`src/logic/lsu_config.svh`:
```
// ==================================================
// Core widths and memory depth for the LSU
// Byte lanes and select logic assume 32-bit data
// ==================================================
`ifndef LSU_CONFIG_SVH
`define LSU_CONFIG_SVH

// Data word width, four bytes per word
`define DATA_WIDTH 32

// Byte address width
`define ADDR_WIDTH 32

// Reorder buffer tag width
`define TAG_WIDTH 6

// Data memory depth in words, a power of two
`define DMEM_WORDS 256

`endif

```
`src/logic/lsu_types_pkg.sv`:
```
// ==================================================
// Core data, opcode and LSU op types
// ==================================================
`include "lsu_config.svh"
`default_nettype none

package lsu_types_pkg;

    typedef logic [`DATA_WIDTH-1:0] lsu_data_t;
    typedef logic [`ADDR_WIDTH-1:0] lsu_addr_t;
    typedef logic [`TAG_WIDTH-1:0]  lsu_tag_t;

    // RV32I major opcodes, only LOAD and STORE reach the LSU normally
    typedef enum logic [6:0] {
        OPCODE_LOAD   = 7'b0000011,
        OPCODE_STORE  = 7'b0100011,
        OPCODE_OPIMM  = 7'b0010011,
        OPCODE_OP     = 7'b0110011,
        OPCODE_LUI    = 7'b0110111,
        OPCODE_AUIPC  = 7'b0010111,
        OPCODE_JAL    = 7'b1101111,
        OPCODE_JALR   = 7'b1100111,
        OPCODE_BRANCH = 7'b1100011
    } lsu_opcode_t;

    typedef enum logic [2:0] {
        LSU_FUNC_LB,
        LSU_FUNC_LH,
        LSU_FUNC_LW,
        LSU_FUNC_LBU,
        LSU_FUNC_LHU,
        LSU_FUNC_SB,
        LSU_FUNC_SH,
        LSU_FUNC_SW
    } lsu_func_t;

    // Op as issued by the reservation station
    typedef struct packed {
        logic        valid;
        lsu_opcode_t opcode;
        lsu_data_t   insn;
        lsu_data_t   src_a;
        lsu_data_t   src_b;
        lsu_tag_t    tag;
    } lsu_issue_t;

    // Decoded op, data is the store value
    typedef struct packed {
        lsu_func_t func;
        lsu_addr_t addr;
        lsu_data_t data;
        lsu_tag_t  tag;
    } lsu_op_t;

    // Data is zero for store completions
    typedef struct packed {
        logic      valid;
        lsu_tag_t  tag;
        logic      is_store;
        lsu_data_t data;
    } lsu_result_t;

endpackage

`default_nettype wire

```
`src/logic/lsu_id.sv`:
```
// ==================================================
// Access type decode and effective address
// Non-memory opcodes decode as LB
// ==================================================
`timescale 1ns/1ps
`default_nettype none

module lsu_id
    import lsu_types_pkg::*;
(
    // From reservation station
    input  lsu_issue_t i_issue,

    // To execute stage
    output lsu_op_t    o_op,
    output logic       o_valid
);

    localparam int DW = $bits(lsu_data_t);

    lsu_func_t func;
    lsu_data_t imm_i;
    lsu_data_t imm_s;
    lsu_addr_t addr;
    logic      is_store;
    logic [2:0] funct3;

    assign funct3 = i_issue.insn[14:12];

    // Sign extended I and S immediates
    assign imm_i = {{(DW-11){i_issue.insn[31]}}, i_issue.insn[30:20]};
    assign imm_s = {{(DW-11){i_issue.insn[31]}}, i_issue.insn[30:25], i_issue.insn[11:7]};

    assign is_store = (i_issue.opcode == OPCODE_STORE);

    // Stores take the S immediate, everything else the I immediate
    assign addr = i_issue.src_a + (is_store ? imm_s : imm_i);

    always_comb begin
        case (i_issue.opcode)
            OPCODE_STORE: begin
                case (funct3)
                    3'b000:  func = LSU_FUNC_SB;
                    3'b001:  func = LSU_FUNC_SH;
                    default: func = LSU_FUNC_SW;
                endcase
            end
            OPCODE_LOAD: begin
                case (funct3)
                    3'b000:  func = LSU_FUNC_LB;
                    3'b001:  func = LSU_FUNC_LH;
                    3'b100:  func = LSU_FUNC_LBU;
                    3'b101:  func = LSU_FUNC_LHU;
                    // Reserved encodings fall back to a word load
                    default: func = LSU_FUNC_LW;
                endcase
            end
            default: func = LSU_FUNC_LB;
        endcase
    end

    always_comb begin
        o_op.func = func;
        o_op.addr = addr;
        o_op.data = i_issue.src_b;
        o_op.tag  = i_issue.tag;
    end

    assign o_valid = i_issue.valid;

endmodule

`default_nettype wire

```
`config.mk`:
```
export PLATFORM = sky130hd
export DESIGN_NAME = lsu_id
export DESIGN_NICKNAME = d
export VERILOG_FILES = /design/src/logic/lsu_types_pkg.sv /design/src/logic/lsu_id.sv
export VERILOG_INCLUDE_DIRS = /design/src /design/src/logic
export SDC_FILE = /design/constraint.sdc
export NUM_CORES = 1
export LEC_CHECK = 0
export BUFFER_PORTS_ARGS = -buffer_cell sky130_fd_sc_hd__buf_2
export CAP_MARGIN = 20
export CORE_UTILIZATION = 31
export DETAILED_ROUTE_END_ITERATION = 12
export PLACE_DENSITY = 0.75
export SLEW_MARGIN = 20
export SYNTH_ARGS = -nofsm -noshare
export SYNTH_HDL_FRONTEND = slang
export SYNTH_SLANG_ARGS = --single-unit
```
`constraint.sdc`:
```
create_clock -name vclk -period 5.95
set_clock_uncertainty 0.15 [all_clocks]
set_input_delay 1.19 -clock vclk [all_inputs]
set_output_delay 1.19 -clock vclk [all_outputs]
set_load 0.1 [all_outputs]
```
Yosys cells after proc, flatten, opt, wreduce, memory -nomap -nowiden
Cells that the tools add are included.
{"block": "classes", "n_eq_ne": 5, "n_reduce_logical": 1, "mux": 4, "addsub": 1}
{"operator": "$add A32 B32 Y32", "n": 1}
{"operator": "$pmux W3 S4", "n": 1}
{"operator": "$eq A7 B2 Y1 const B", "n": 1}
{"operator": "$eq A7 B6 Y1 const B", "n": 1}
{"operator": "$eq A3 B3 Y1 const B", "n": 2}
{"operator": "$pmux W3 S2", "n": 1}
{"operator": "$mux W5", "n": 1}
{"operator": "$pmux W2 S2", "n": 1}
{"operator": "$eq A3 B1 Y1 const B", "n": 1}
{"operator": "$logic_not A3 Y1", "n": 1}
{"block": "totals", "input_bits": 110, "reg_bits": 0}

Longest topological paths before layout
{"block": "depth", "ltp_word": 3, "ltp_mapped": 15, "ltp_nobuf": 15}

Worst setup path after synthesis
OpenSTA, ideal clock, no wires.
{"block": "synth_path", "path_type": "input to output", "startpoint": "input i_issue[105] (netlist name)", "endpoint": "output o_op[69] (netlist name)", "path_slack_ns": -2.007, "arrival_ns": 6.617, "stages": 12, "path_buffers": 0, "path_cell_list": "nor4_1 > nand3_1 > inv_1 > nand2_1 > mux2_2 > ha_1 > nor2b_1 > a311o_1 > a32oi_2 > nand3_1 > o21ai_0 > o311ai_0"}
{"item": "start: declaration", "line": "lsu_id.sv:12", "text": "input lsu_issue_t i_issue,"}
{"item": "end: declaration", "line": "lsu_id.sv:15", "text": "output lsu_op_t o_op,"}

==> metrics.md <==
| Metric | Value |
|---|---|
| Outcome | `complete, no violations` |
| Wire length per cell | `between 10 and 15 um` |
| # rows | `30` |
| Fmax | `0.175 GHz` |
| Crit path DAT | `4380 ps` |
| Clkbuf count | `0` |
| CP max-delay cell | `a311o_1` |
| Crit end category | `output pin` |
| Worst setup path start | `i_issue[105]` |
| Max_cap viols | `0` |
| Largest net degree at the start of global routing | `22` |
| Drt first pass iters | `4` |
| Least-Margin Pin Slew | `468 ps` |
| WS Path Type | `in -> out` |
| Post-synthesis cell type count | `49` |
| Area delta synth->final | `35.7%` |
| # setup viols final | `0` |
| CP Cell Sequence | `buf_2, nor4_2, nand3_1, inv_1, nand2_2, mux2_2, ha_1, a21oi_1, nor2b_1, a311o_1, a32oi_2, and3_4, o41ai_1, buf_4, xor2_2, buf_12` |
| Post-Synthesis Cell Area | `2150 um2` |
| Core footprint | `6760 um2` |
| GPL Wtd Cong | `between 0.8 and 0.9` |
| Hold Path Class | `in -> out` |
| Post-synthesis sequential area ratio | `0` |
| Chip width | `between 80 and 90 um` |
| Worst-path fanout max | `5` |
| Tot Pwr | `0.000767 W` |
| Initial DRC count | `170` |
| Sequential cells | `0` |
| Final Cycle Share | `0.962` |
| Slew headroom | `0.685` |
| Syn_nets | `450` |
| Min-delay src | `i_issue[13]` |
| Number of routed nets with antenna violations | `0` |
| Die area | `between 7000 and 8000 um2` |
| Post-CTS Setup Inserts | `0` |
| Layout cells sized above 1 | `0.392` |
| Synthesized instance count | `between 300 and 400` |
| DRT Wirelength | `6.14 mm` |
| GRT overflow | `0` |
| Max VDD drop | `0.0979 mV` |
| Worst Path Required | `4610 ps` |
| Via count | `2398` |
| Final Hold Viols | `0` |
| GRT Total Usage | `0.161` |
| Total negative slack | `0 ps` |
| Buffers on Ports | `94` |
| Ys Warns | `0` |
| Post-route core utilization | `0.433` |
| Slowest stage delay, CP | `400 ps` |
| Global-route wire length before repair | `10.0 mm` |
| Fin nets | `504` |
| Hold buffers post-CTS | `0` |
| Crit-path leading delay family | `compound AO/OA/AOI/OAI gates` |
| I/O pins | `184` |
| Post-route insts no fill | `440` |
| Post-route cell area | `2920 um2` |
| Number of diodes | `0` |
| Post-DP HPWL | `5.25 mm` |
| Vias in the first global route | `2324` |
| Worst Setup Start Kind | `primary input` |
| Leakage | `approximately 1.4 nW` |
| Post-placement cell count | `440` |
| Number of remaining DRC errors | `0` |
| Vias/cell | `5.45` |
| Synthesized area per cell | `6.99 um2` |
| P per Cell Area | `263 nW/um2` |
| Max Slew Vio Count | `0` |
| Die H | `85.3 um` |
| Initial core utilization | `0.319` |
| Antenna violations before repair | `0` |
| Post-DP Area | `2880 um2` |
| Hold Path Depth | `0` |
| Final worst path period need | `5720 ps` |
| FF+latch area | `0 um2` |
| WP buf/inv | `4` |
| Worst Hold Endpoint | `o_op[13]` |
synthesized netlist by cell type, drive strengths merged (2+ instances only):
cell type  count  area share
o21ai         17       0.040
nor2b          3      0.0087
o21a           5       0.017
xor2          13       0.053
inv            8       0.014
o211ai         4       0.014
xnor2         16       0.065
nand4          6       0.017
or4            2      0.0070
a21o           9       0.033
nor2          17       0.030
a31oi          6       0.017
nand2         26       0.045
mux2           5       0.026
nand3          8       0.021
and3           3      0.0087
nand2b         8       0.023
nor4           3      0.0087
clkbuf         7       0.012
and2           3      0.0087
buf           41        0.14
nor3           5       0.012
ha            31        0.18
o31a           2      0.0081
o21bai         4       0.014
a21oi         37       0.086
a311o          2      0.0093
logic make-up (layout without fill, tap and decap cells):
| kind of cell | count (synthesis) | count (layout) | synth area share |
|---|---|---|---|
| simple gates | 85 | 85 | 0.193 |
| buf+inv | 56 | 108 | 0.170 |
| compound gates | 101 | 101 | 0.304 |
| mux | 5 | 5 | 0.0261 |
| fa+ha+maj | 32 | 32 | 0.189 |
| xor+xnor | 29 | 29 | 0.118 |
worst max path at each step:
stage | to | cells after the start
final | o_op[57] | 16
after global routing | o_op[66] | 18
after CTS | o_op[66] | 18
after detailed placement | o_op[66] | 18
after global placement | o_op[66] | 18
after floorplan | o_op[62] | 15
cell type report:
cell class / instances / area, um2
Tap cell: 80 / 100
Inverter: 8 / 30.0
Timing Repair Buffer: 100 / 786
Fill cell: 680 / 3830
Multi-Input combinational cell: 252 / 2010
layer usage:
metal | track usage | share of wire | vias to the layer above
li1 | - | - | 1189
met1 | 0.210 | 0.44 | 1115
met2 | 0.282 | 0.48 | 74
met3 | 0.0156 | 0.052 | 20
met4 | 0.0500 | 0.019 | 0
met5 | 0 | 0 | -
what timing repair did:
| action | in CTS | in global routing |
|---|---|---|
| hold endpoints to repair | 0 | 0 |
| gates resized for setup | 1 | 8 |
| setup endpoints to repair | 1 | 10 |
| pin swaps | 0 | 3 |
report_power, final:
part           internal (W)  switching (W)  leakage (nW)  total [W]
clock                     0              0             0          0
combinational      0.000237       0.000531          1.37   0.000767
sequential                0              0             0          0
total              0.000237       0.000531          1.37   0.000767
placed cells by master (no fill, tap or decap), drive strengths merged, types with 8 or more instances in the layout:
master / netlist / final
xnor2: 16 / 16
nand3: 8 / 8
ha: 31 / 31
xor2: 13 / 13
nor2: 17 / 17
nand2: 26 / 26
o21ai: 17 / 17
nand2b: 8 / 8
inv: 8 / 8
a21oi: 37 / 37
buf: 41 / 100
a21o: 9 / 9
per-stage QoR:
| step | setup slack [ps] | hold slack [ps] |
|---|---|---|
| 2_1_floorplan | -57.9 | 2440 |
| 3_3_place_gp | 82.4 | 2230 |
| 3_5_place_dp | 11.2 | 2230 |
| 4_1_cts | 66.6 | 2230 |
| 5_1_grt | -32.1 | 2230 |
| 6_report | 228 | 2230 |
Power figures use the tool's default switching activity.
