### src/logic/lsu_config.svh
// ==================================================
// Core widths and memory depth for the LSU
// Byte lanes and select logic assume 32-bit data
// ==================================================
`ifndef LSU_CONFIG_SVH
`define LSU_CONFIG_SVH

// Data word width, four bytes per word
`define DATA_WIDTH 32

// Byte address width
`define ADDR_WIDTH 32

// Reorder buffer tag width
`define TAG_WIDTH 6

// Data memory depth in words, a power of two
`define DMEM_WORDS 256

`endif

### src/logic/lsu_types_pkg.sv
// ==================================================
// Core data, opcode and LSU op types
// ==================================================
`include "lsu_config.svh"
`default_nettype none

package lsu_types_pkg;

    typedef logic [`DATA_WIDTH-1:0] lsu_data_t;
    typedef logic [`ADDR_WIDTH-1:0] lsu_addr_t;
    typedef logic [`TAG_WIDTH-1:0]  lsu_tag_t;

    // RV32I major opcodes, only LOAD and STORE reach the LSU normally
    typedef enum logic [6:0] {
        OPCODE_LOAD   = 7'b0000011,
        OPCODE_STORE  = 7'b0100011,
        OPCODE_OPIMM  = 7'b0010011,
        OPCODE_OP     = 7'b0110011,
        OPCODE_LUI    = 7'b0110111,
        OPCODE_AUIPC  = 7'b0010111,
        OPCODE_JAL    = 7'b1101111,
        OPCODE_JALR   = 7'b1100111,
        OPCODE_BRANCH = 7'b1100011
    } lsu_opcode_t;

    typedef enum logic [2:0] {
        LSU_FUNC_LB,
        LSU_FUNC_LH,
        LSU_FUNC_LW,
        LSU_FUNC_LBU,
        LSU_FUNC_LHU,
        LSU_FUNC_SB,
        LSU_FUNC_SH,
        LSU_FUNC_SW
    } lsu_func_t;

    // Op as issued by the reservation station
    typedef struct packed {
        logic        valid;
        lsu_opcode_t opcode;
        lsu_data_t   insn;
        lsu_data_t   src_a;
        lsu_data_t   src_b;
        lsu_tag_t    tag;
    } lsu_issue_t;

    // Decoded op, data is the store value
    typedef struct packed {
        lsu_func_t func;
        lsu_addr_t addr;
        lsu_data_t data;
        lsu_tag_t  tag;
    } lsu_op_t;

    // Data is zero for store completions
    typedef struct packed {
        logic      valid;
        lsu_tag_t  tag;
        logic      is_store;
        lsu_data_t data;
    } lsu_result_t;

endpackage

`default_nettype wire

### src/logic/lsu_bus_pkg.sv
// ==================================================
// Wishbone classic request and response bundles
// Address is a byte address, sel has one bit per lane
// ==================================================
`default_nettype none

package lsu_bus_pkg;

    import lsu_types_pkg::*;

    // One select bit per byte lane
    typedef logic [3:0] wb_sel_t;

    // Master to slave
    typedef struct packed {
        logic      cyc;
        logic      stb;
        logic      we;
        lsu_addr_t adr;
        lsu_data_t dat_w;
        wb_sel_t   sel;
    } wb_req_t;

    // Slave to master
    typedef struct packed {
        logic      ack;
        lsu_data_t dat_r;
    } wb_rsp_t;

endpackage

`default_nettype wire

### src/logic/lsu_ex.sv
// ==================================================
// Single-op Wishbone classic master for loads/stores
// Aligned accesses only, one transaction in flight
// ==================================================
`timescale 1ns/1ps
`default_nettype none

module lsu_ex
    import lsu_types_pkg::*;
    import lsu_bus_pkg::*;
(
    input  logic        i_clk,
    input  logic        i_rst_n,

    // Decoded op from lsu_id
    input  lsu_op_t     i_op,
    input  logic        i_valid,
    output logic        o_ready,

    // Wishbone master port
    output wb_req_t     o_wb,
    input  wb_rsp_t     i_wb,

    // Result bus
    output lsu_result_t o_result
);

    localparam int DW = $bits(lsu_data_t);
    localparam int AW = $bits(lsu_addr_t);

    typedef enum logic [1:0] {
        IDLE,
        BUS,
        DONE
    } ex_state_t;

    ex_state_t   state;
    ex_state_t   state_next;
    lsu_op_t     op_q;
    lsu_data_t   load_data_q;
    lsu_data_t   load_data;
    lsu_data_t   dat_w;
    wb_sel_t     sel;
    logic        accept;
    logic        op_is_store;
    logic [1:0]  byte_off;
    logic [7:0]  rd_byte;
    logic [15:0] rd_half;

    // Free again once the bus transaction has closed
    assign o_ready = (state == IDLE) || (state == DONE);
    assign accept  = i_valid && o_ready;

    always_comb begin
        state_next = state;
        case (state)
            IDLE: begin
                if (accept) begin
                    state_next = BUS;
                end
            end
            BUS: begin
                if (i_wb.ack) begin
                    state_next = DONE;
                end
            end
            DONE: begin
                state_next = accept ? BUS : IDLE;
            end
            default: begin
                state_next = IDLE;
            end
        endcase
    end

    always_ff @(posedge i_clk) begin
        if (!i_rst_n) begin
            state <= IDLE;
        end else begin
            state <= state_next;
        end
    end

    always_ff @(posedge i_clk) begin
        if (accept) begin
            op_q <= i_op;
        end
        // Read word is only valid with ack
        if ((state == BUS) && i_wb.ack) begin
            load_data_q <= load_data;
        end
    end

    assign op_is_store = op_q.func inside {LSU_FUNC_SB, LSU_FUNC_SH, LSU_FUNC_SW};
    assign byte_off    = op_q.addr[1:0];

    // Replicate store data across lanes, sel picks the live ones
    always_comb begin
        case (op_q.func)
            LSU_FUNC_SB, LSU_FUNC_LB, LSU_FUNC_LBU: begin
                sel   = 4'b0001 << byte_off;
                dat_w = {4{op_q.data[7:0]}};
            end
            LSU_FUNC_SH, LSU_FUNC_LH, LSU_FUNC_LHU: begin
                sel   = 4'b0011 << {byte_off[1], 1'b0};
                dat_w = {2{op_q.data[15:0]}};
            end
            default: begin
                sel   = 4'b1111;
                dat_w = op_q.data;
            end
        endcase
    end

    always_comb begin
        o_wb.cyc   = (state == BUS);
        o_wb.stb   = (state == BUS);
        o_wb.we    = op_is_store;
        o_wb.adr   = {op_q.addr[AW-1:2], 2'b00};
        o_wb.dat_w = dat_w;
        o_wb.sel   = sel;
    end

    // Pick the addressed byte or halfword out of the read word
    assign rd_byte = i_wb.dat_r[{byte_off, 3'b000} +: 8];
    assign rd_half = i_wb.dat_r[{byte_off[1], 4'b0000} +: 16];

    always_comb begin
        case (op_q.func)
            LSU_FUNC_LB:  load_data = {{(DW-8){rd_byte[7]}}, rd_byte};
            LSU_FUNC_LBU: load_data = {{(DW-8){1'b0}}, rd_byte};
            LSU_FUNC_LH:  load_data = {{(DW-16){rd_half[15]}}, rd_half};
            LSU_FUNC_LHU: load_data = {{(DW-16){1'b0}}, rd_half};
            LSU_FUNC_LW:  load_data = i_wb.dat_r;
            // Store completions report zero
            default:      load_data = '0;
        endcase
    end

    always_comb begin
        o_result.valid    = (state == DONE);
        o_result.tag      = op_q.tag;
        o_result.is_store = op_is_store;
        o_result.data     = load_data_q;
    end

endmodule

`default_nettype wire

### config.mk
export PLATFORM = sky130hd
export DESIGN_NAME = lsu_ex
export DESIGN_NICKNAME = d
export VERILOG_FILES = /design/src/logic/lsu_types_pkg.sv /design/src/logic/lsu_bus_pkg.sv /design/src/logic/lsu_ex.sv
export VERILOG_INCLUDE_DIRS = /design/src /design/src/logic
export SDC_FILE = /design/constraint.sdc
export NUM_CORES = 1
export LEC_CHECK = 0
export ABC_AREA = 0
export BUFFER_PORTS_ARGS = -buffer_cell sky130_fd_sc_hd__buf_2
export CAP_MARGIN = 20
export CORE_AREA = 3 3 108 110
export DETAILED_ROUTE_END_ITERATION = 10
export DIE_AREA = 0 0 111 113
export PLACE_DENSITY = 0.79
export SLEW_MARGIN = 15
export SYNTH_ARGS = -nofsm -noshare
export SYNTH_HDL_FRONTEND = slang
export SYNTH_SLANG_ARGS = --single-unit
### constraint.sdc
create_clock -name i_clk -period 6.2 [get_ports i_clk]
set_input_delay 1.24 -clock i_clk [delete_from_list [all_inputs] [get_ports i_clk]]
set_output_delay 1.24 -clock i_clk [all_outputs]
set_load 0.03 [all_outputs]
* Word-level counts from Yosys, hierarchy flattened
Cells that the tools add are included.
** Operators by class
- Equality and inequality tests :: 11
- Shift operators :: 4
- Muxes and demuxes :: 7
- Reductions and logical operators :: 9
** Operator list (count)
- $pmux W32 S5 :: 1
- $pmux W32 S2 :: 1
- $shiftx A32 B6 Y16 :: 1
- $shiftx A32 B6 Y8 :: 1
- $eq A3 B3 Y1 const B :: 4
- $pmux W4 S2 :: 1
- $eq A3 B2 Y1 const B :: 2
- $pmux W2 S3 :: 1
- $reduce_or A3 Y1 :: 2
- $mux W2 :: 2
- $shl A1 B2 Y4 const A :: 1
- $shl A2 B2 Y4 const A :: 1
- $eq A3 B1 Y1 const B :: 1
- $logic_not A3 Y1 :: 1
- $reduce_bool A3 Y1 :: 1
- $eq A2 B1 Y1 const B :: 1
- $eq A2 B2 Y1 const B :: 1
- $logic_and A1 B1 Y1 :: 2
- $logic_not A2 Y1 :: 1
- $ne A2 B1 Y1 const B :: 1
- $ne A2 B2 Y1 const B :: 1
- $reduce_and A2 Y1 :: 1
- $logic_or A1 B1 Y1 :: 1
- $mux W1 :: 1
** Storage, ports and cells
- Bits in registers :: 107
- Input port bits :: 109
- Output and inout port bits :: 112
- Logic and storage cells :: 37

* Depth between registers and ports, before layout
Gate-level depths: netlist of the first run.
- Depth in word-level cells :: 5
- Gate-level depth with buffers :: 6
- Gate-level depth less buffers :: 3

* Worst setup path after synthesis of the first run
OpenSTA, ideal clock, no wires.
- Path type :: input -> register
- Start :: input port i_valid
- End :: register op_q (netlist bit byte_off[0]), enable pin
- Setup time :: 515 ps
- Arrival :: 4470 ps
- Data required time :: 5685 ps
- Slack :: 1216 ps
- Stages :: 1
- Buffers on the path :: 0
- Path through :: nor2b_1
** Between the ends
- Word-level cells in the longest chain between the ends :: 1
** RTL lines
- start, declared :: RTL line lsu_ex.sv:17 : input logic i_valid,
- $logic_and A1 B1 Y1 :: RTL line lsu_ex.sv:52 : assign accept = i_valid && o_ready;
- end signal, assigned :: RTL line lsu_ex.sv:86 : op_q <= i_op;
- end, declared :: RTL line lsu_ex.sv:39 : lsu_op_t op_q;
Every way passes these cells.
A chain may end at the register's enable or synchronous reset.

==> results of run 1 <==
[per-layer routing]
metal,GRT usage,part of all wire,vias to the layer above
li1,-,-,1566
met1,0.2294,0.37,1624
met2,0.3293,0.51,197
met3,0.07914,0.10,14
met4,0.05829,0.013,4
met5,0,0.0022,-
[cell type report]
class	count	area, um^2
well taps	140	175.2
fillers	870	4668
inverters	6	22.52
flip-flops and latches	107	3193
clock inverters	6	56.30
multi-input cells	157	1394
clock buffers	10	127.6
repair buffers	225	1156
[layout by cell type (no fill, tap or decap), types with 2 or more instances in the layout]
master	netlist	layout
o21a_1	2	2
nor3_1	8	8
clkinv_4	0	2
buf_4	51	6
and3_1	2	2
a221o_1	23	23
conb_1	1	2
nor2_1	13	13
dfxtp_1	2	2
nand2b_1	2	2
xor2_1	2	2
clkbuf_8	0	9
o21ai_2	10	10
mux2_4	8	8
o21ai_0	6	6
o21bai_1	2	2
mux2_2	10	10
inv_1	6	6
buf_2	4	218
edfxtp_1	105	105
a21oi_1	5	5
inv_8	0	2
mux2i_1	15	15
nand2_1	18	18
mux4_2	9	9
[sequential cells by signal, summed over array words and instances, names as in the netlist]
register	cells
op_q	35
load_data_q	32
o_wb	30
o_result	6
byte_off	2
state	2
[cells by family (layout without fill, tap and decap cells)]
| family | count (synthesis) | count (layout) | share of synthesized area |
|---|---|---|---|
| buffers and inverters | 73 | 247 | 0.1026 |
| XOR/XNOR | 3 | 3 | 0.006627 |
| other | 1 | 2 | 0.0007355 |
| multiplexers | 42 | 42 | 0.1148 |
| AND/OR/NAND/NOR | 57 | 57 | 0.06233 |
| AO/OA/AOI/OAI | 53 | 53 | 0.08662 |
| flip-flops | 107 | 107 | 0.6263 |
[through the flow]
stage	total power, mW	hold WS (ns)	instances	area [um^2]	worst slack, ns
final	1.600	0.6146	651	6125	2.246
after floorplan	1.132	0.5627	337	5102	1.216
after global placement	1.210	0.5756	634	5921	2.710
after global routing	1.669	0.6515	651	6125	2.038
after detailed placement	1.217	0.6047	634	5921	2.625
after CTS	1.614	0.6209	650	6105	2.212
[worst max path at each step]
stage                                   from               endpoint  cells after the start
after floorplan                      i_valid  byte_off[0]$_DFFE_PP_                      1
after global placement    op_q[70]$_DFFE_PP_               o_wb[12]                      5
after detailed placement  op_q[70]$_DFFE_PP_               o_wb[12]                      5
after CTS                 op_q[70]$_DFFE_PP_               o_wb[12]                      5
after global routing      op_q[70]$_DFFE_PP_               o_wb[12]                      5
final                     op_q[70]$_DFFE_PP_               o_wb[12]                      5
[worst max-delay path: cells and delay by family, from the launching register on]
family                 cells  cell delay, ns
buffers and inverters      2            0.42
XOR/XNOR                   1            0.78
AO/OA/AOI/OAI              1            0.12
multiplexers               1            0.32
flip-flops                 1            0.72
[report_power, final]
| part | internal (mW) | total [mW] | switching [mW] |
|---|---|---|---|
| clock network | 0.155 | 0.400 | 0.245 |
| registers | 0.844 | 0.863 | 0.0197 |
| logic | 0.121 | 0.337 | 0.216 |
| total | 1.12 | 1.60 | 0.480 |
[cell usage after synthesis, types with 3 or more instances]
cell type / instances
nand2_1: 18
clkbuf_1: 3
mux2_4: 8
o21ai_0: 6
buf_2: 4
a221o_1: 23
buf_6: 7
a21oi_1: 5
mux4_2: 9
mux2i_1: 15
edfxtp_1: 105
nor3_1: 8
inv_1: 6
nor2_1: 13
o21ai_2: 10
buf_4: 51
mux2_2: 10
==> results.py, run 1 <==
metrics = {
    "outcome": {
        "outcome": "finished, final reports clean",
    },
    "logic_synthesis": {
        "synthTopCellsByArea": "edfxtp_1 (62%), buf_4 (7.5%), a221o_1 (4.5%)",
        "synth_top_area_share": 0.6184,
        "ys.warnings.count": 0,
        "synth_cells": 336,
        "avgSynthCellArea_um2": 15.17,
        "synth_edf_count": 105,
        "netlist_area_um2": 5099,
        "synth_seq_cells": 107,
        "yosys.area.top_type": "edfxtp_1",
        "synthArstFlopShare": 0,
        "synthDistinctLibCells": 44,
        "synth_ff_type": "edfxtp_1",
        "synth_seq_area_share": 0.6263,
    },
    "timing": {
        "slew_headroom": 0.3862,
        "max_freq_mhz": 252.9,
        "setup-violations-final": 0,
        "maxSlewViolCount": 0,
        "tightest_slew_ns": 0.9176,
        "rsz0062_at_grt": "false",
        "skew_ns": 0.01249,
        "post-route-period-util": 0.6378,
        "fin_tns_setup_ns": 0,
        "hold_viol_final": 0,
        "post-route-min-period_ns": 3.954,
    },
    "clock_tree": {
        "clk_latency_ns": 0.37,
        "root_buffer": "clkbuf_8",
        "clk_pin_slew_ns": 0.10,
        "cts_max_level": 3,
        "numCtsBuffers": 9,
        "cts_sinks": 107,
        "ctsResizeCount": 0,
        "clk_path_buf_depth": 2,
        "cts_setup_buffers": 0,
        "cts_hold_buf": 0,
        "cts_tree": "yes",
    },
    "global_route": {
        "grt_pass1_vias": 3538,
        "antenna_found_initial": 2,
        "grt_pass1_wl_um": 18980,
        "grtUsageTotal": 0.1945,
        "grt_remaining_overflow": 0,
        "grt_start_max_net_pins": 41,
    },
    "floorplan": {
        "core_um2": 10790,
        "die_h_um": 113,
        "start_util": 0.4724,
        "ios": 221,
        "die_area_um2": 12540,
        "core.rowCount": 38,
        "dieWidth_um": 111,
    },
    "drt": {
        "via_per_inst": 5.230,
        "dr.pass1.iters": 4,
        "drt_wl_total_um": 12320,
        "routedWlPerCell_um": 18.93,
        "drc": 0,
        "drt_iter0_drc": 239,
        "vias": 3405,
        "ant_nets": 0,
    },
    "cells_and_area": {
        "area_delta_synth_final_pct": 20.12,
        "drive_gt1_frac": 0.5616,
        "diodes": 0,
        "final_core_util": 0.5675,
        "final_nets": 615,
    },
    "critical_path": {
        "crit_arrival_ns": 2.71,
        "r2r-start": "op_q[70]$_DFFE_PP_",
        "cp-end-kind": "primary output",
        "rrSetupSlack_ns": 4.01,
        "required_ns": 4.96,
        "r2r_end": "load_data_q[8]$_DFFE_PP_",
        "cp-start-kind": "flop",
        "slowest_stage": "xor2_1",
        "worstPathCellList": "xor2_1, o21bai_1, buf_4, mux2_4, buf_2",
        "worst-r2r-cell-count": 3,
        "timing_worst_setup_path_type": "flop to primary output",
        "crit_path_max_incr_delay_ns": 0.78,
        "crit_fanout": 14,
    },
    "power": {
        "power_density_nw_per_um2": 261.2,
        "leakagePower_nw": 2.591,
        "peakVddDrop_v": 0.0001715,
    },
    "flow_run": {
        "maxCapViolations": 0,
    },
    "hold_path": {
        "hold_path.class": "flop to flop",
        "holdCritStartpoint": "state[1]$_SDFFE_PN0P_",
        "hold_path_end": "state[0]$_SDFFE_PN0P_",
        "holdPathStages": 2,
    },
    "placement": {
        "gp_congestion": 0.8033,
        "place_hpwl_um": 9184,
        "port_buffers": 218,
    },
}
Power figures use the tool's default switching activity.
==> inputs of run 2 (changes only) <==
--- a/config.mk
+++ b/config.mk
@@ -9,10 +9,10 @@
 export ABC_AREA = 0
 export BUFFER_PORTS_ARGS = -buffer_cell sky130_fd_sc_hd__buf_2
 export CAP_MARGIN = 20
-export CORE_AREA = 3 3 108 110
+export CORE_AREA = 3 3 113 115
 export DETAILED_ROUTE_END_ITERATION = 10
-export DIE_AREA = 0 0 111 113
-export PLACE_DENSITY = 0.79
+export DIE_AREA = 0 0 116 118
+export PLACE_DENSITY = 0.76
 export SLEW_MARGIN = 15
 export SYNTH_ARGS = -nofsm -noshare
 export SYNTH_HDL_FRONTEND = slang
==> constraint.sdc (replaced) <==
create_clock -name i_clk -period 3.6 [get_ports i_clk]
set_input_delay 0.72 -clock i_clk [delete_from_list [all_inputs] [get_ports i_clk]]
set_output_delay 0.72 -clock i_clk [all_outputs]
set_load 0.03 [all_outputs]
==> run 2 against run 1 <==
  * Non-clock buffer count rose by 3
  * Clock-buffer cell count is the same
  * Wire length up 0.30%
  * Die area rose by 9.1%
  * Final area rose by 1.8%
  * Via count increased by 0.44%
  * Hold slack lost 0.080 ns
  * Register-to-register slack got worse by 2.7 ns
  * Total power rose by 88%
  * First-iteration DRC count increased by 10%
  * Critical path type unchanged
==> results.py, run 2 (synthesis gave the netlist of run 1 again) <==
metrics = {
    "cells_and_area": {
        "drive_gt1_frac": 0.5642,
        "area_delta_synth_final_pct": 22.33,
        "mostFrequentLayoutCell": "buf_2",
        "final_nets": 618,
        "diodes": 0,
        "largest_reg_flops": 35,
        "final_core_util": 0.5236,
        "final_cell_mix": "buf_2 (218), edfxtp_1 (105), a221o_1 (23)",
        "multi_input_area_um2": 1394,
        "ff_latch_area_um2": 3193,
        "num-fill-cells": 1026,
        "regMostFlops": "op_q",
        "final_cells": 661,
    },
    "drt": {
        "drc": 0,
        "drt_iter0_drc": 263,
        "via_per_inst": 5.174,
        "ant_nets": 0,
        "vias": 3420,
        "routedWlPerCell_um": 18.70,
        "dr.pass1.iters": 4,
        "drt_wl_total_um": 12360,
    },
    "timing": {
        "tightest_slew_ns": 0.8614,
        "post-route-min-period_ns": 3.103,
        "hold_viol_final": 0,
        "post-route-period-util": 0.8621,
        "maxSlewViolCount": 0,
        "slew_headroom": 0.4257,
        "rsz0062_at_grt": "false",
        "skew_ns": 0.005416,
        "hold_slack_ns": 0.5342,
        "max_freq_mhz": 322.2,
        "fin_tns_setup_ns": 0,
        "setup-violations-final": 0,
    },
    "clock_tree": {
        "clk_latency_ns": 0.35,
        "cts_hold_buf": 0,
        "cts_sinks": 107,
        "cts_setup_buffers": 0,
        "clk_path_buf_depth": 2,
        "cts_max_level": 3,
        "numCtsBuffers": 9,
        "cts_tree": "yes",
        "clk_pin_slew_ns": 0.08,
        "ctsResizeCount": 0,
        "root_buffer": "clkbuf_16",
    },
    "outcome": {
        "outcome": "finished, final reports clean",
    },
    "placement": {
        "port_buffers": 218,
        "placed_cells": 645,
        "gp_congestion": 0.7867,
        "place_hpwl_um": 9132,
    },
    "critical_path": {
        "crit_arrival_ns": 2.38,
        "cp-start-kind": "flop",
        "cp-end-kind": "primary output",
        "required_ns": 2.88,
        "crit_fanout": 14,
        "timing_worst_setup_path_type": "flop to primary output",
    },
    "floorplan": {
        "core_um2": 11910,
        "core.rowCount": 40,
        "die_area_um2": 13690,
        "ios": 221,
        "dieWidth_um": 116,
        "start_util": 0.4280,
        "die_h_um": 118,
    },
    "flow_run": {
        "maxCapViolations": 0,
    },
    "power": {
        "peakVddDrop_v": 0.0003376,
        "leakagePower_nw": 2.642,
        "power_density_nw_per_um2": 483.4,
    },
    "global_route": {
        "grt_pass1_wl_um": 18950,
        "grt_start_max_net_pins": 40,
        "gr-usage-met1": 0.2113,
        "busiest_layer": "met2",
        "grt_remaining_overflow": 0,
        "antenna_found_initial": 1,
        "grtUsageTotal": 0.1825,
        "grt_pass1_vias": 3662,
        "grtUsageMet2": 0.3011,
        "use_met3": 0.05861,
    },
    "hold_path": {
        "hold_path.class": "input port to flop",
    },
}
## run 2: stage by stage
step | power (mW) | instance area, um^2 | setup slack (ns)
2_1_floorplan | 1.947 | 5105 | 0.5161
3_3_place_gp | 2.090 | 5959 | 0.9461
3_5_place_dp | 2.101 | 5959 | 0.8849
4_1_cts | 3.042 | 6237 | 0.4885
5_1_grt | 3.126 | 6237 | 0.3931
6_report | 3.015 | 6237 | 0.4965
## run 2: worst paths after layout
kind / slack [ns] / cells past startpoint / from / end
worst max-delay path: 0.50 / 6 / op_q[70]$_DFFE_PP_ / o_wb[14]
worst min-delay path: 0.53 / 1 / i_op[59] / o_wb[57]$_DFFE_PP_
worst max register to register: 1.31 / 3 / byte_off[1]$_DFFE_PP_ / load_data_q[4]$_DFFE_PP_
worst min register to register: 0.61 / 2 / state[1]$_SDFFE_PN0P_ / state[0]$_SDFFE_PN0P_
## run 2: layout make-up
class / count / share of cell area
flip-flops and latches: 107 / 0.5119
multi-input cells: 157 / 0.2235
repair buffers: 228 / 0.1870
clock buffers: 10 / 0.03671
clock inverters: 6 / 0.007823
inverters: 6 / 0.003611
well taps: 147 / 0.02949
## run 2: worst max-delay path: stages, from the launching register on
cell and delay (ns):
edfxtp_1 0.72, and3b_1 0.25, buf_4 0.18, o21bai_1 0.13, buf_4 0.26, mux2_4 0.32
buf_2 0.18
## run 2: report_power, final
group | total [mW] | switching, mW | internal [mW]
sequential | 1.50 | 0.0411 | 1.45
combinational | 0.573 | 0.363 | 0.210
clock | 0.946 | 0.468 | 0.479
total | 3.01 | 0.872 | 2.14
## run 2: layer usage
layer  share of wire  vias up
met5          0.0016        -
met4           0.025        2
met3           0.098       22
met2            0.49      197
met1            0.39     1625
li1                -     1574
==> inputs of run 3 (changes only) <==
--- a/config.mk
+++ b/config.mk
@@ -9,9 +9,10 @@
 export ABC_AREA = 0
 export BUFFER_PORTS_ARGS = -buffer_cell sky130_fd_sc_hd__buf_2
 export CAP_MARGIN = 20
-export CORE_AREA = 3 3 113 115
+export CORE_AREA = 2 2 112 114
+export CTS_CLUSTER_SIZE = 10
 export DETAILED_ROUTE_END_ITERATION = 10
-export DIE_AREA = 0 0 116 118
+export DIE_AREA = 0 0 114 116
 export PLACE_DENSITY = 0.76
 export SLEW_MARGIN = 15
 export SYNTH_ARGS = -nofsm -noshare
==> run 3 against run 2 <==
  * Clock power shrank 2.3%
  * Largest cell class unchanged
  * Sequential share of layout area is essentially flat
  * Wire length shrank 0.65%
  * Critical endpoint is now o_wb[12]
  * Clock skew grew 0.0020 ns
  * Worst setup slack lost 0.023 ns
==> results.py, run 3 (synthesis gave the netlist of run 1 again) <==
metrics = {
    "timing": {
        "hold_viol_final": 0,
        "rsz0062_at_grt": "false",
        "hold_slack_ns": 0.5396,
        "tightest_slew_ns": 0.8041,
        "post-route-period-util": 0.8684,
        "setup-violations-final": 0,
        "maxSlewViolCount": 0,
        "setup_slack_ns": 0.4738,
        "skew_ns": 0.007447,
        "max_freq_mhz": 319.9,
        "slew_headroom": 0.4640,
        "post-route-min-period_ns": 3.126,
        "fin_tns_setup_ns": 0,
    },
    "clock_tree": {
        "cts_sinks": 107,
        "root_buffer": "clkbuf_16",
        "numCtsBuffers": 9,
        "cts_setup_buffers": 0,
        "clk_path_buf_depth": 2,
        "ctsResizeCount": 0,
        "clk_latency_ns": 0.35,
        "clk_pin_slew_ns": 0.07,
        "cts_tree": "yes",
        "cts_hold_buf": 0,
        "cts_max_level": 3,
    },
    "cells_and_area": {
        "area_delta_synth_final_pct": 22.23,
        "regMostFlops": "op_q",
        "final_core_util": 0.5232,
        "mostFrequentLayoutCell": "buf_2",
        "final_cells": 659,
        "largest_reg_flops": 35,
        "final_nets": 616,
        "diodes": 0,
        "final_cell_mix": "buf_2 (218), edfxtp_1 (105), a221o_1 (23)",
        "drive_gt1_frac": 0.5605,
        "stdcell_area_um2": 6232,
    },
    "drt": {
        "routedWlPerCell_um": 18.63,
        "wl_met1_um": 4984,
        "routed.top_layer": "met4",
        "wl_met2_um": 6130,
        "wl_met3_um": 967,
        "drc": 0,
        "drt_wl_total_um": 12280,
        "via_per_inst": 5.199,
        "ant_nets": 0,
        "dr.pass1.iters": 4,
        "drt_iter0_drc": 217,
        "vias": 3426,
    },
    "power": {
        "peakVddDrop_v": 0.0003102,
        "leakagePower_nw": 2.642,
        "power_density_nw_per_um2": 480.9,
        "p_sw_uw": 857.4,
        "combPwrFrac": 0.195,
        "power_mw": 2.997,
        "netSwitchingFraction": 0.2861,
        "power.internal_mw": 2.139,
        "clock_power_share": 0.308,
        "seqPwrFrac": 0.497,
    },
    "placement": {
        "placed_cells": 643,
        "port_buffers": 218,
        "place_area_um2": 5957,
        "place_ws_ns": 0.8422,
        "place_hpwl_um": 9010,
        "gp_congestion": 0.8207,
    },
    "floorplan": {
        "core.rowCount": 40,
        "core_um2": 11910,
        "die_h_um": 116,
        "die_area_um2": 13220,
        "dieWidth_um": 114,
        "ios": 221,
        "start_util": 0.4280,
    },
    "global_route": {
        "grtUsageTotal": 0.1814,
        "grt_pass1_wl_um": 17770,
        "grt_start_max_net_pins": 75,
        "grt_pass1_vias": 3299,
        "antenna_found_initial": 0,
        "grt_remaining_overflow": 0,
    },
    "critical_path": {
        "crit_arrival_ns": 2.41,
        "crit_fanout": 12,
        "cp-end-kind": "primary output",
        "cp-start-kind": "flop",
        "timing_worst_setup_path_type": "flop to primary output",
        "rrSetupSlack_ns": 1.46,
        "required_ns": 2.88,
    },
    "flow_run": {
        "maxCapViolations": 0,
    },
    "outcome": {
        "outcome": "finished, final reports clean",
    },
    "hold_path": {
        "hold_path.class": "input port to flop",
    },
}
==> run 3: path summary, 6_finish.rpt <==
| check | end | depth (start not counted) | start |
|---|---|---|---|
| setup / recovery | o_wb[12] | 5 | op_q[72]$_DFFE_PP_ |
| hold / removal | op_q[29]$_DFFE_PP_ | 1 | i_op[29] |
| setup reg to reg | load_data_q[29]$_DFFE_PP_ | 3 | byte_off[1]$_DFFE_PP_ |
| hold reg to reg | state[0]$_SDFFE_PN0P_ | 2 | state[1]$_SDFFE_PN0P_ |
==> run 3: layout make-up <==
type | instances | area [um^2]
repair buffers | 226 | 1164
multi-input cells | 157 | 1394
flip-flops and latches | 107 | 3193
well taps | 147 | 183.9
fillers | 1004 | 5679
inverters | 6 | 22.52
clock inverters | 7 | 50.05
clock buffers | 9 | 225.2
==> run 3: metal layers <==
layer  GRT usage  up-vias
li1            -     1574
met1      0.2181     1643
met2      0.3079      195
met3     0.05596       14
met4     0.06992        0
met5           0        -
==> run 3: power groups by stage <==
stage	Clock [mW]	Combinational, mW	Sequential [mW]
6_report	0.924	0.584	1.49
5_1_grt	0.986	0.618	1.50
4_1_cts	0.945	0.587	1.49
3_5_place_dp	0	0.586	1.52
3_3_place_gp	0	0.575	1.52
2_1_floorplan	0	0.414	1.53
==> run 3: worst max-delay path, cell delays in order (launching register included) <==
cell,delay (ns)
edfxtp_1,0.60
and3b_1,0.54
o21bai_1,0.17
buf_4,0.25
mux2_4,0.32
buf_2,0.18
